<file path="src/rv_isa_pkg.sv">
package rv_isa_pkg;

  localparam int unsigned xlen       = 32;
  localparam int unsigned reg_addr_w = 5;

  // major opcodes kept by this core
  typedef enum logic [6:0] {
    op_imm    = 7'b001_0011,
    op_lui    = 7'b011_0111,
    op_auipc  = 7'b001_0111,
    op_jal    = 7'b110_1111,
    op_jalr   = 7'b110_0111,
    op_load   = 7'b000_0011,
    op_store  = 7'b010_0011,
    op_system = 7'b111_0011
  } opcode_t;

  localparam logic [2:0] f3_addi   = 3'd0;
  // access sizes, shared by loads and stores
  localparam logic [2:0] f3_byte   = 3'd0;
  localparam logic [2:0] f3_half   = 3'd1;
  localparam logic [2:0] f3_word   = 3'd2;
  localparam logic [2:0] f3_byte_u = 3'd4;
  localparam logic [2:0] f3_half_u = 3'd5;

  localparam logic [xlen-1:0] ebreak_word = 32'h0010_0073;

  typedef struct packed {
    logic [11:0]           imm;
    logic [reg_addr_w-1:0] rs1;
    logic [2:0]            funct3;
    logic [reg_addr_w-1:0] rd;
    opcode_t               opcode;
  } inst_i_t;

  typedef struct packed {
    logic [6:0]            imm_hi;
    logic [reg_addr_w-1:0] rs2;
    logic [reg_addr_w-1:0] rs1;
    logic [2:0]            funct3;
    logic [4:0]            imm_lo;
    opcode_t               opcode;
  } inst_s_t;

  typedef struct packed {
    logic [19:0]           imm;
    logic [reg_addr_w-1:0] rd;
    opcode_t               opcode;
  } inst_u_t;

  // jal immediate is scrambled in the word
  typedef struct packed {
    logic                  imm_20;
    logic [9:0]            imm_10_1;
    logic                  imm_11;
    logic [7:0]            imm_19_12;
    logic [reg_addr_w-1:0] rd;
    opcode_t               opcode;
  } inst_j_t;

  typedef union packed {
    inst_i_t i;
    inst_s_t s;
    inst_u_t u;
    inst_j_t j;
  } inst_u;

endpackage

</file>
<file path="src/core_pkg.sv">
package core_pkg;

  localparam int unsigned word_w = 32;

  localparam logic [word_w-1:0] reset_vector = 32'h8000_0000;

  // write-back source select
  localparam logic [1:0] wb_sum  = 2'd0;
  localparam logic [1:0] wb_link = 2'd1;
  localparam logic [1:0] wb_load = 2'd2;

  typedef struct packed {
    logic [word_w-1:0] addr;
    logic [word_w-1:0] wdata;
    logic [3:0]        wmask; // one bit per byte lane
    logic              read;
    logic              write;
  } dmem_req_t;

  typedef struct packed {
    logic              op_a_pc;   // adder takes pc instead of rs1
    logic [word_w-1:0] imm;
    logic              reg_write;
    logic [1:0]        wb_sel;
    logic              jump;
    logic              mem_read;
    logic              mem_write;
    logic [2:0]        funct3;
    logic              is_ebreak;
    logic              illegal;
  } ctrl_t;

endpackage

</file>
<file path="src/regfile.sv">
`timescale 1ns/100ps

module regfile
  import rv_isa_pkg::*;
(
  input  logic                  clk,
  input  logic [reg_addr_w-1:0] rs1_addr,
  input  logic [reg_addr_w-1:0] rs2_addr,
  input  logic [reg_addr_w-1:0] rd_addr,
  input  logic [xlen-1:0]       rd_data,
  input  logic                  wen,
  output logic [xlen-1:0]       rs1_data,
  output logic [xlen-1:0]       rs2_data
);

  logic [xlen-1:0] regs [32];

  always_ff @(posedge clk) begin
    if (wen && (rd_addr != '0)) begin
      regs[rd_addr] <= rd_data; // entry 0 is never written
    end
  end

  // async reads, x0 hardwired
  assign rs1_data = (rs1_addr == '0) ? '0 : regs[rs1_addr];
  assign rs2_data = (rs2_addr == '0) ? '0 : regs[rs2_addr];

  // a write aimed at x0 leaves it reading zero afterwards
  assert property (@(posedge clk)
    (wen && (rd_addr == '0)) |=>
      ((rs1_addr != '0) || (rs1_data == '0)) && ((rs2_addr != '0) || (rs2_data == '0)))
    else $error("x0 read back nonzero after a write to it");

endmodule

</file>
<file path="src/decoder.sv">
`timescale 1ns/100ps

module decoder
  import rv_isa_pkg::*;
  import core_pkg::*;
(
  input  inst_u                 inst,
  output ctrl_t                 ctrl,
  output logic [reg_addr_w-1:0] rs1_addr,
  output logic [reg_addr_w-1:0] rs2_addr,
  output logic [reg_addr_w-1:0] rd_addr
);

  logic [xlen-1:0] imm_i;
  logic [xlen-1:0] imm_s;
  logic [xlen-1:0] imm_u;
  logic [xlen-1:0] imm_j;

  assign imm_i = {{20{inst.i.imm[11]}}, inst.i.imm};
  assign imm_s = {{20{inst.s.imm_hi[6]}}, inst.s.imm_hi, inst.s.imm_lo};
  assign imm_u = {inst.u.imm, 12'h000}; // already shifted for lui
  assign imm_j = {{11{inst.j.imm_20}}, inst.j.imm_20, inst.j.imm_19_12,
                  inst.j.imm_11, inst.j.imm_10_1, 1'b0};

  // lui reads x0 so the adder passes the immediate through
  assign rs1_addr = (inst.i.opcode == op_lui) ? '0 : inst.i.rs1;
  assign rs2_addr = inst.s.rs2;
  assign rd_addr  = inst.i.rd;

  always_comb begin
    ctrl           = '0;
    ctrl.imm       = imm_i;
    ctrl.wb_sel    = wb_sum;
    ctrl.funct3    = inst.i.funct3;

    case (inst.i.opcode)
      op_imm: begin
        if (inst.i.funct3 == f3_addi) ctrl.reg_write = 1'b1;
        else ctrl.illegal = 1'b1; // other op-imm not supported
      end
      op_lui: begin
        ctrl.imm       = imm_u;
        ctrl.reg_write = 1'b1;
      end
      op_auipc: begin
        ctrl.op_a_pc   = 1'b1;
        ctrl.imm       = imm_u;
        ctrl.reg_write = 1'b1;
      end
      op_jal: begin
        ctrl.op_a_pc   = 1'b1;
        ctrl.imm       = imm_j;
        ctrl.reg_write = 1'b1;
        ctrl.wb_sel    = wb_link;
        ctrl.jump      = 1'b1;
      end
      op_jalr: begin
        ctrl.reg_write = 1'b1;
        ctrl.wb_sel    = wb_link;
        ctrl.jump      = 1'b1;
      end
      op_load: begin
        ctrl.mem_read  = 1'b1;
        ctrl.reg_write = 1'b1;
        ctrl.wb_sel    = wb_load;
        ctrl.illegal   = !(inst.i.funct3 inside {f3_byte, f3_half, f3_word,
                                                 f3_byte_u, f3_half_u});
      end
      op_store: begin
        ctrl.imm       = imm_s;
        ctrl.mem_write = 1'b1;
        ctrl.illegal   = !(inst.s.funct3 inside {f3_byte, f3_half, f3_word});
      end
      op_system: begin
        if (inst == ebreak_word) ctrl.is_ebreak = 1'b1;
        else ctrl.illegal = 1'b1;
      end
      default: ctrl.illegal = 1'b1;
    endcase

    // nothing illegal touches state
    if (ctrl.illegal) begin
      ctrl.reg_write = 1'b0;
      ctrl.mem_read  = 1'b0;
      ctrl.mem_write = 1'b0;
    end
  end

  always_comb begin
    assert final (!(ctrl.mem_read && ctrl.mem_write))
      else $error("decoder raised load and store together");
  end

endmodule

</file>
<file path="src/lsu.sv">
`timescale 1ns/100ps

module lsu
  import rv_isa_pkg::*;
  import core_pkg::*;
(
  input  ctrl_t             ctrl,
  input  logic [xlen-1:0]   addr,
  input  logic [xlen-1:0]   store_data,
  input  logic [word_w-1:0] rdata,
  input  logic              block,     // reset or halt
  output dmem_req_t         dmem_req,
  output logic [xlen-1:0]   load_data
);

  logic [7:0]        load_byte;
  logic [15:0]       load_half;
  logic [3:0]        store_mask;
  logic [word_w-1:0] store_word;
  logic              read_en;
  logic              write_en;
  logic              misaligned;

  // lane picked by the low address bits
  assign load_byte = rdata[{addr[1:0], 3'b000} +: 8];
  assign load_half = addr[1] ? rdata[31:16] : rdata[15:0];

  always_comb begin
    case (ctrl.funct3)
      f3_byte:   load_data = {{24{load_byte[7]}}, load_byte};
      f3_half:   load_data = {{16{load_half[15]}}, load_half};
      f3_word:   load_data = rdata;
      f3_byte_u: load_data = {24'h00_0000, load_byte};
      f3_half_u: load_data = {16'h0000, load_half};
      default:   load_data = '0;
    endcase
  end

  // stores replicate the value, the mask says which lanes land
  always_comb begin
    case (ctrl.funct3)
      f3_byte: begin
        store_word = {4{store_data[7:0]}};
        store_mask = 4'b0001 << addr[1:0];
      end
      f3_half: begin
        store_word = {2{store_data[15:0]}};
        store_mask = addr[1] ? 4'b1100 : 4'b0011;
      end
      f3_word: begin
        store_word = store_data;
        store_mask = 4'b1111;
      end
      default: begin
        store_word = '0;
        store_mask = 4'b0000;
      end
    endcase
  end

  assign read_en  = ctrl.mem_read & ~block;
  assign write_en = ctrl.mem_write & ~block;

  always_comb begin
    dmem_req.addr  = addr;
    dmem_req.wdata = store_word;
    dmem_req.wmask = write_en ? store_mask : 4'b0000;
    dmem_req.read  = read_en;
    dmem_req.write = write_en;
  end

  always_comb begin
    case (ctrl.funct3)
      f3_half, f3_half_u: misaligned = addr[0];
      f3_word:            misaligned = |addr[1:0];
      default:            misaligned = 1'b0;
    endcase
  end

  always_comb begin
    assert final (!((read_en || write_en) && misaligned))
      else $error("misaligned data access at %h", addr);
  end

endmodule

</file>
<file path="src/core_top.sv">
`timescale 1ns/100ps

module core_top
  import rv_isa_pkg::*;
  import core_pkg::*;
(
  input  logic              clk,
  input  logic              reset,
  input  logic [xlen-1:0]   inst,
  output logic [xlen-1:0]   pc,
  output dmem_req_t         dmem_req,
  input  logic [word_w-1:0] dmem_rdata,
  output logic              halted
);

  ctrl_t                 ctrl;
  logic [reg_addr_w-1:0] rs1_addr;
  logic [reg_addr_w-1:0] rs2_addr;
  logic [reg_addr_w-1:0] rd_addr;
  logic [xlen-1:0]       rs1_data;
  logic [xlen-1:0]       rs2_data;
  logic [xlen-1:0]       operand;
  logic [xlen-1:0]       sum;
  logic [xlen-1:0]       pc_plus4;
  logic [xlen-1:0]       next_pc;
  logic [xlen-1:0]       load_data;
  logic [xlen-1:0]       wb_data;
  logic                  block;
  logic                  reg_wen;

  decoder decoder0 (
    .inst     (inst),
    .ctrl     (ctrl),
    .rs1_addr (rs1_addr),
    .rs2_addr (rs2_addr),
    .rd_addr  (rd_addr)
  );

  regfile regfile0 (
    .clk      (clk),
    .rs1_addr (rs1_addr),
    .rs2_addr (rs2_addr),
    .rd_addr  (rd_addr),
    .rd_data  (wb_data),
    .wen      (reg_wen),
    .rs1_data (rs1_data),
    .rs2_data (rs2_data)
  );

  lsu lsu0 (
    .ctrl       (ctrl),
    .addr       (sum),
    .store_data (rs2_data),
    .rdata      (dmem_rdata),
    .block      (block),
    .dmem_req   (dmem_req),
    .load_data  (load_data)
  );

  assign block   = reset | halted;
  assign reg_wen = ctrl.reg_write & ~block;

  // one adder serves addresses, jump targets and alu results
  assign operand  = ctrl.op_a_pc ? pc : rs1_data;
  assign sum      = operand + ctrl.imm;
  assign pc_plus4 = pc + 32'd4;
  assign next_pc  = ctrl.jump ? {sum[xlen-1:1], 1'b0} : pc_plus4; // jalr drops bit 0

  always_comb begin
    case (ctrl.wb_sel)
      wb_link: wb_data = pc_plus4;
      wb_load: wb_data = load_data;
      default: wb_data = sum;
    endcase
  end

  always_ff @(posedge clk) begin
    if (reset) begin
      pc     <= reset_vector;
      halted <= 1'b0;
    end else if (!halted) begin
      if (ctrl.is_ebreak) halted <= 1'b1; // pc stays on the ebreak
      else pc <= next_pc;
    end
  end

  assert property (@(posedge clk) disable iff (reset) pc[1:0] == 2'b00)
    else $error("pc lost word alignment: %h", pc);

  assert property (@(posedge clk) disable iff (reset) !halted |-> !ctrl.illegal)
    else $error("illegal instruction %h at pc %h", inst, pc);

endmodule

</file>
<file path="config.mk">
export PLATFORM = sky130hd
export DESIGN_NAME = core_top
export DESIGN_NICKNAME = d
export VERILOG_FILES = /design/src/rv_isa_pkg.sv /design/src/core_pkg.sv /design/src/regfile.sv /design/src/decoder.sv /design/src/lsu.sv /design/src/core_top.sv
export SDC_FILE = /design/constraint.sdc
export NUM_CORES = 2
export LEC_CHECK = 0
export BUFFER_PORTS_ARGS = -buffer_cell sky130_fd_sc_hd__clkbuf_2
export CORE_ASPECT_RATIO = 0.5
export CORE_MARGIN = 10
export CORE_UTILIZATION = 30
export CTS_CLUSTER_DIAMETER = 50
export CTS_CLUSTER_SIZE = 12
export DETAILED_ROUTE_END_ITERATION = 8
export GPL_ROUTABILITY_DRIVEN = 0
export PLACE_DENSITY = 0.51
export SLEW_MARGIN = 20
export SYNTH_ARGS = -nofsm -noshare
export SYNTH_HDL_FRONTEND = slang
export SYNTH_HIERARCHICAL = 1
export SYNTH_SLANG_ARGS = --single-unit
export TNS_END_PERCENT = 5
</file>
<file path="constraint.sdc">
create_clock -name clk -period 12.5 [get_ports clk]
set_clock_uncertainty 0.15 [all_clocks]
set_input_delay 1.875 -clock clk [delete_from_list [all_inputs] [get_ports clk]]
set_output_delay 1.875 -clock clk [all_outputs]
set_load 0.01 [all_outputs]
</file>
Yosys cells after proc, flatten, opt, wreduce, memory -nomap -nowiden --
Memories as Yosys holds them, arrays and structs flattened. Cells that the tools add are included.
Word-level totals: memory bits (writable) 1024, output and inout bits 103, register bits after elaboration 33, input port bits 66, memories 1
Memory list:
- regfile0.regs | depth 32, width 32, rd ports 2, clocked after Yosys merged registers in 0, wr ports 1, line regfile.sv:16 | logic [xlen-1:0] regs [32];
Cells by class: bitwise logic cells 7, shifts and indexed selects 2, equal/unequal tests 15, reduce and logical (&&, ||, !) cells 15, add/subtract/negate cells 2, mux-type cells 31
Operators with widths (count):
- $pmux W32 S5 | 1
- $mux W32 | 4
- $pmux W32 S3 | 1
- $pmux W31 S3 | 1
- $pmux W32 S2 | 1
- $add A32 B3 Y32 const B | 1
- $add A32 B32 Y32 | 1
- $eq A32 B21 Y1 const B | 1
- $shiftx A32 B6 Y8 | 1
- $eq A7 B7 Y1 const B | 3
- $mux W16 | 1
- $eq A7 B5 Y1 const B | 2
- $eq A7 B6 Y1 const B | 2
- $mux W1 | 14
- $pmux W4 S3 | 1
- $logic_not A5 Y1 | 2
- $reduce_bool A5 Y1 | 2
- $mux W4 | 2
- $eq A7 B2 Y1 const B | 1
- $eq A3 B3 Y1 const B | 2
- $reduce_or A2 Y1 | 3
- $mux W5 | 1
- $pmux W1 S5 | 1
- $reduce_or A5 Y1 | 1
- 17 further kinds | 22

Longest topological paths before layout --
word-level depth 9, depth in mapped cells 25, gate-level depth less buffers 20

By module --
The synthesis kept the hierarchy.
Modules (own cells, without submodules):
- regfile | sequential area each 30749.5 um^2, times used 1, area an instance 47929.7 um^2, cells each 2564
- core_top | sequential area each 640.6 um^2, times used 1, area an instance 4921.0 um^2, cells each 691
- lsu | sequential area each 0.0 um^2, times used 1, area an instance 1719.1 um^2, cells each 274
- decoder | sequential area each 0.0 um^2, times used 1, area an instance 798.3 um^2, cells each 129

Worst setup path before layout --
OpenSTA, ideal clock, no wires.
kind input to output, start input port inst[4], end output port dmem_req[66] (netlist bit), buffers on the path 6, slack 4.339 ns, stages on the path 25, arrival time 6.136 ns, required time 10.475 ns, cells stage by stage buf_6 > or3b_1 > nor2_2 > nand2_1 > and2_1 > buf_2 > inv_1 > buf_2 > buf_2 > clkbuf_1 > o21ai_0 > a311oi_1 > nor2b_1 > ha_1 > inv_1 > fa_1 > nand2b_1 > a21o_2 > a211oi_2 > a211o_4 > a31oi_4 > a221oi_1 > o211ai_1 > inv_1 > buf_4
Between the ends: longest elaborated chain between the ends 6, elaborated cells between the ends (all ways) 14
Ends and longest elaborated chain:
- start, declared | line core_top.sv:9 | input logic [xlen-1:0] inst,
- $eq A7 B6 Y1 * | line decoder.sv:26 | assign rs1_addr = (inst.i.opcode == op_lui) ? '0 : inst.i.rs1;
- $mux W5 * | line decoder.sv:26
- named net rs1_addr[0] | line core_top.sv:17 | logic [reg_addr_w-1:0] rs1_addr;
- $mem_v2 Z32 W32 / $logic_not A5 Y1 (equally long branches)
- $mux W32 * | line regfile.sv:25 | assign rs1_data = (rs1_addr == '0) ? '0 : regs[rs1_addr];
- named net rs1_data[0] | line core_top.sv:20 | logic [xlen-1:0] rs1_data;
- $mux W32 * | line core_top.sv:64 | assign operand = ctrl.op_a_pc ? pc : rs1_data;
- $add A32 B32 Y32 * | line core_top.sv:65 | assign sum = operand + ctrl.imm;
- end, declared | line core_top.sv:11 | output dmem_req_t dmem_req,
Mark *: on every way through the listed nets, which the timed path passes. The rest lies on a longest branch.

==> qor.yml <==
status: "complete, but fails checks"
violations: "DRC"
post_cts_resized: 0
fp.coreArea_sq_mm: 0.183
grt_pass1_wl_mm: 308
synthCells: 3656
tightest_slew_ns: 1.35
p_leak_nw: 20.9
synth_area_sq_mm: 0.0554
ir_worst_vdd_v: 0.000119
tritoncts: "yes"
clock.fmax_mhz: 91.2
timing_hold_violations_final: 0
clockBufferDepth: 3
avgSynthCellArea_sq_um: 15.1
required_ns: 10.47
start_util_pct: 30.2
dp_hpwl_mm: 138
slew_headroom_pct: 9.12
p_per_area_mw_per_mm2: 151
hold_depth: 2
min_period_over_period_pct: 87.7
critPathMaxFanout: 17
vias_per_cell: 6.21
cts_root_buf: "clkbuf_16"
cp-end-kind: "primary output"
p_switching_mw: 2.82
cp.arrival_ns: 8.94
wl_per_cell_um: 36.1
yosysWarnings: 6
drc: 3
path_depth: 19
crit_path_start: "inst[4]"
layout-drive-gt1-share_pct: 27.1
power_frac_seq_pct: 45.6
multi_input_area_sq_mm: 0.0227
wl_mm: 227
fp-row-count: 111
period_minus_slack_ns: 10.97
hp-class: "flip-flop to flip-flop"
first_pass_iters: 8
swShare_pct: 29.7
crit_top_cell: "o21ai_0"
clk_latency_ns: 0.77
combPwrFrac_pct: 18.8
ioPinCount: 169
intPower_mw: 6.69
critPathTopFamily: "compound AO/OA/AOI/OAI gates"
min_from: "pc[17]$_SDFFE_PP0P_"
r2r-start: "regfile0/regs[14][0]$_DFFE_PP_"
start_kind: "primary input"
die_area_sq_mm: 0.203
track_usage_pct: 21.4
fin_nets: 3869
die_h_um: 324
rsz0062_at_grt: "false"
portBuffers: 167
critical-path-max-stage-delay_ns: 1.06
p_clk_share_pct: 35.6
rr_worst_depth: 14
path_buf_inv: 3
maxCapViolCount: 0
setup_viol: 0
slowest_stage: "a311oi_1"
vias: 38964
cts_setup_buffers: 0
area_growth_syn_to_layout_pct: 13.7
die_w_um: 627
path_class: "primary input to primary output"
setup_tns_ns: 0
cts_sinks: 1056
postCtsHoldBufs: 0
finalMaxSlewViolations: 0
dr.first_iter.drc_count: 5652
dpl-instance-area_sq_mm: 0.0591
htreeDepth: 3
grt_antenna_before_repair: 13
clkSlewWorstSetupHoldPaths_ns: 0.05
grt_overflow_total: 0
regArea_sq_mm: 0.0314
n_fill_cell: 17474
ant_nets: 0
cts_buffers: 118
post-route-cell-area_sq_mm: 0.0629
grt_max_degree: 109
worstPathCellList: "clkbuf_2 > or3b_1 > nor2_2 > nand2_1 > and2_2 > nand2b_2 > buf_4 > o21ai_0 > a311oi_1 > mux2_2 > ha_1 > o211ai_1 > a21oi_1 > o21ai_0 > a21oi_2 > a21oi_1 > o21ai_0 > xor2_1 > clkbuf_2"
grt_pass1_vias: 37329
## power groups by stage
stage	sequential [mW]	clock, mW	combinational, mW
after floorplan	4.41	0	0.991
after global placement	4.41	0	1.71
after detailed placement	4.41	0	1.73
after CTS	4.34	3.43	1.73
after global routing	4.34	3.57	1.86
final	4.34	3.38	1.79
## flip-flops by register name, summed over array words and instances, names as in the netlist
register	flops
halted	1
regfile0/regs	1024
pc	31
## metal layers
| metal | part of all wire, % | track usage, % | vias to the layer above |
|---|---|---|---|
| met2 | 42 | 31.1 | 2720 |
| met4 | 4.5 | 8.75 | 2 |
| li1 | - | - | 15172 |
| met3 | 12 | 6.05 | 465 |
| met5 | 0.0049 | 0 | - |
| met1 | 41 | 30.1 | 20605 |
## cell usage in the layout, fill, tap and decap left out, types with 42 or more instances in the layout
cell type / count
a211oi_1: 64
a21oi_1: 142
a221oi_1: 62
a22oi_1: 76
buf_4: 132
clkbuf_16: 118
clkbuf_2: 162
edfxtp_1: 1024
mux2_2: 110
mux2i_1: 336
mux4_1: 54
mux4_2: 298
nand2_1: 211
nand4_1: 46
nor2_1: 83
nor2_4: 42
o21ai_0: 93
o221ai_1: 65
## tightest hold or removal path, delay by kind of cell (launching register included)
kind            cells  cell delay [ns]
simple gates        1             0.08
flops               1             0.37
compound gates      1             0.05
## path summary, 6_finish.rpt
| check | to | slack (ns) |
|---|---|---|
| worst max-delay path | dmem_req[62] | 1.53 |
| worst min-delay path | pc[17]$_SDFFE_PP0P_ | 0.41 |
| worst max register to register | regfile0/regs[20][16]$_DFFE_PP_ | 6.34 |
| worst min register to register | pc[17]$_SDFFE_PP0P_ | 0.41 |
## final cells by class
class	instances	area share, %
inverters	28	0.169
clock buffers	131	4.77
repair buffers	307	3.25
diodes	8	0.0318
multi-input cells	2257	36.0
well taps	2429	4.83
clock inverters	61	1.04
flip-flops and latches	1056	49.9
## per-stage QoR
stage | utilization, % | cells | power (mW) | setup WS (ns) | hold WS (ns)
floorplan | - | 3687 | 5.40 | 4.34 | 0.366
CTS | 34.2 | 6266 | 9.50 | 1.78 | 0.403
finish | 34.3 | 6277 | 9.51 | 1.53 | 0.411
global route | 34.3 | 6269 | 9.77 | 1.47 | 0.432
global placement | 32.2 | 6074 | 6.12 | 1.81 | 0.383
detailed placement | 32.2 | 6074 | 6.14 | 1.81 | 0.395
Note: power is estimated with default switching activity, not from simulation.
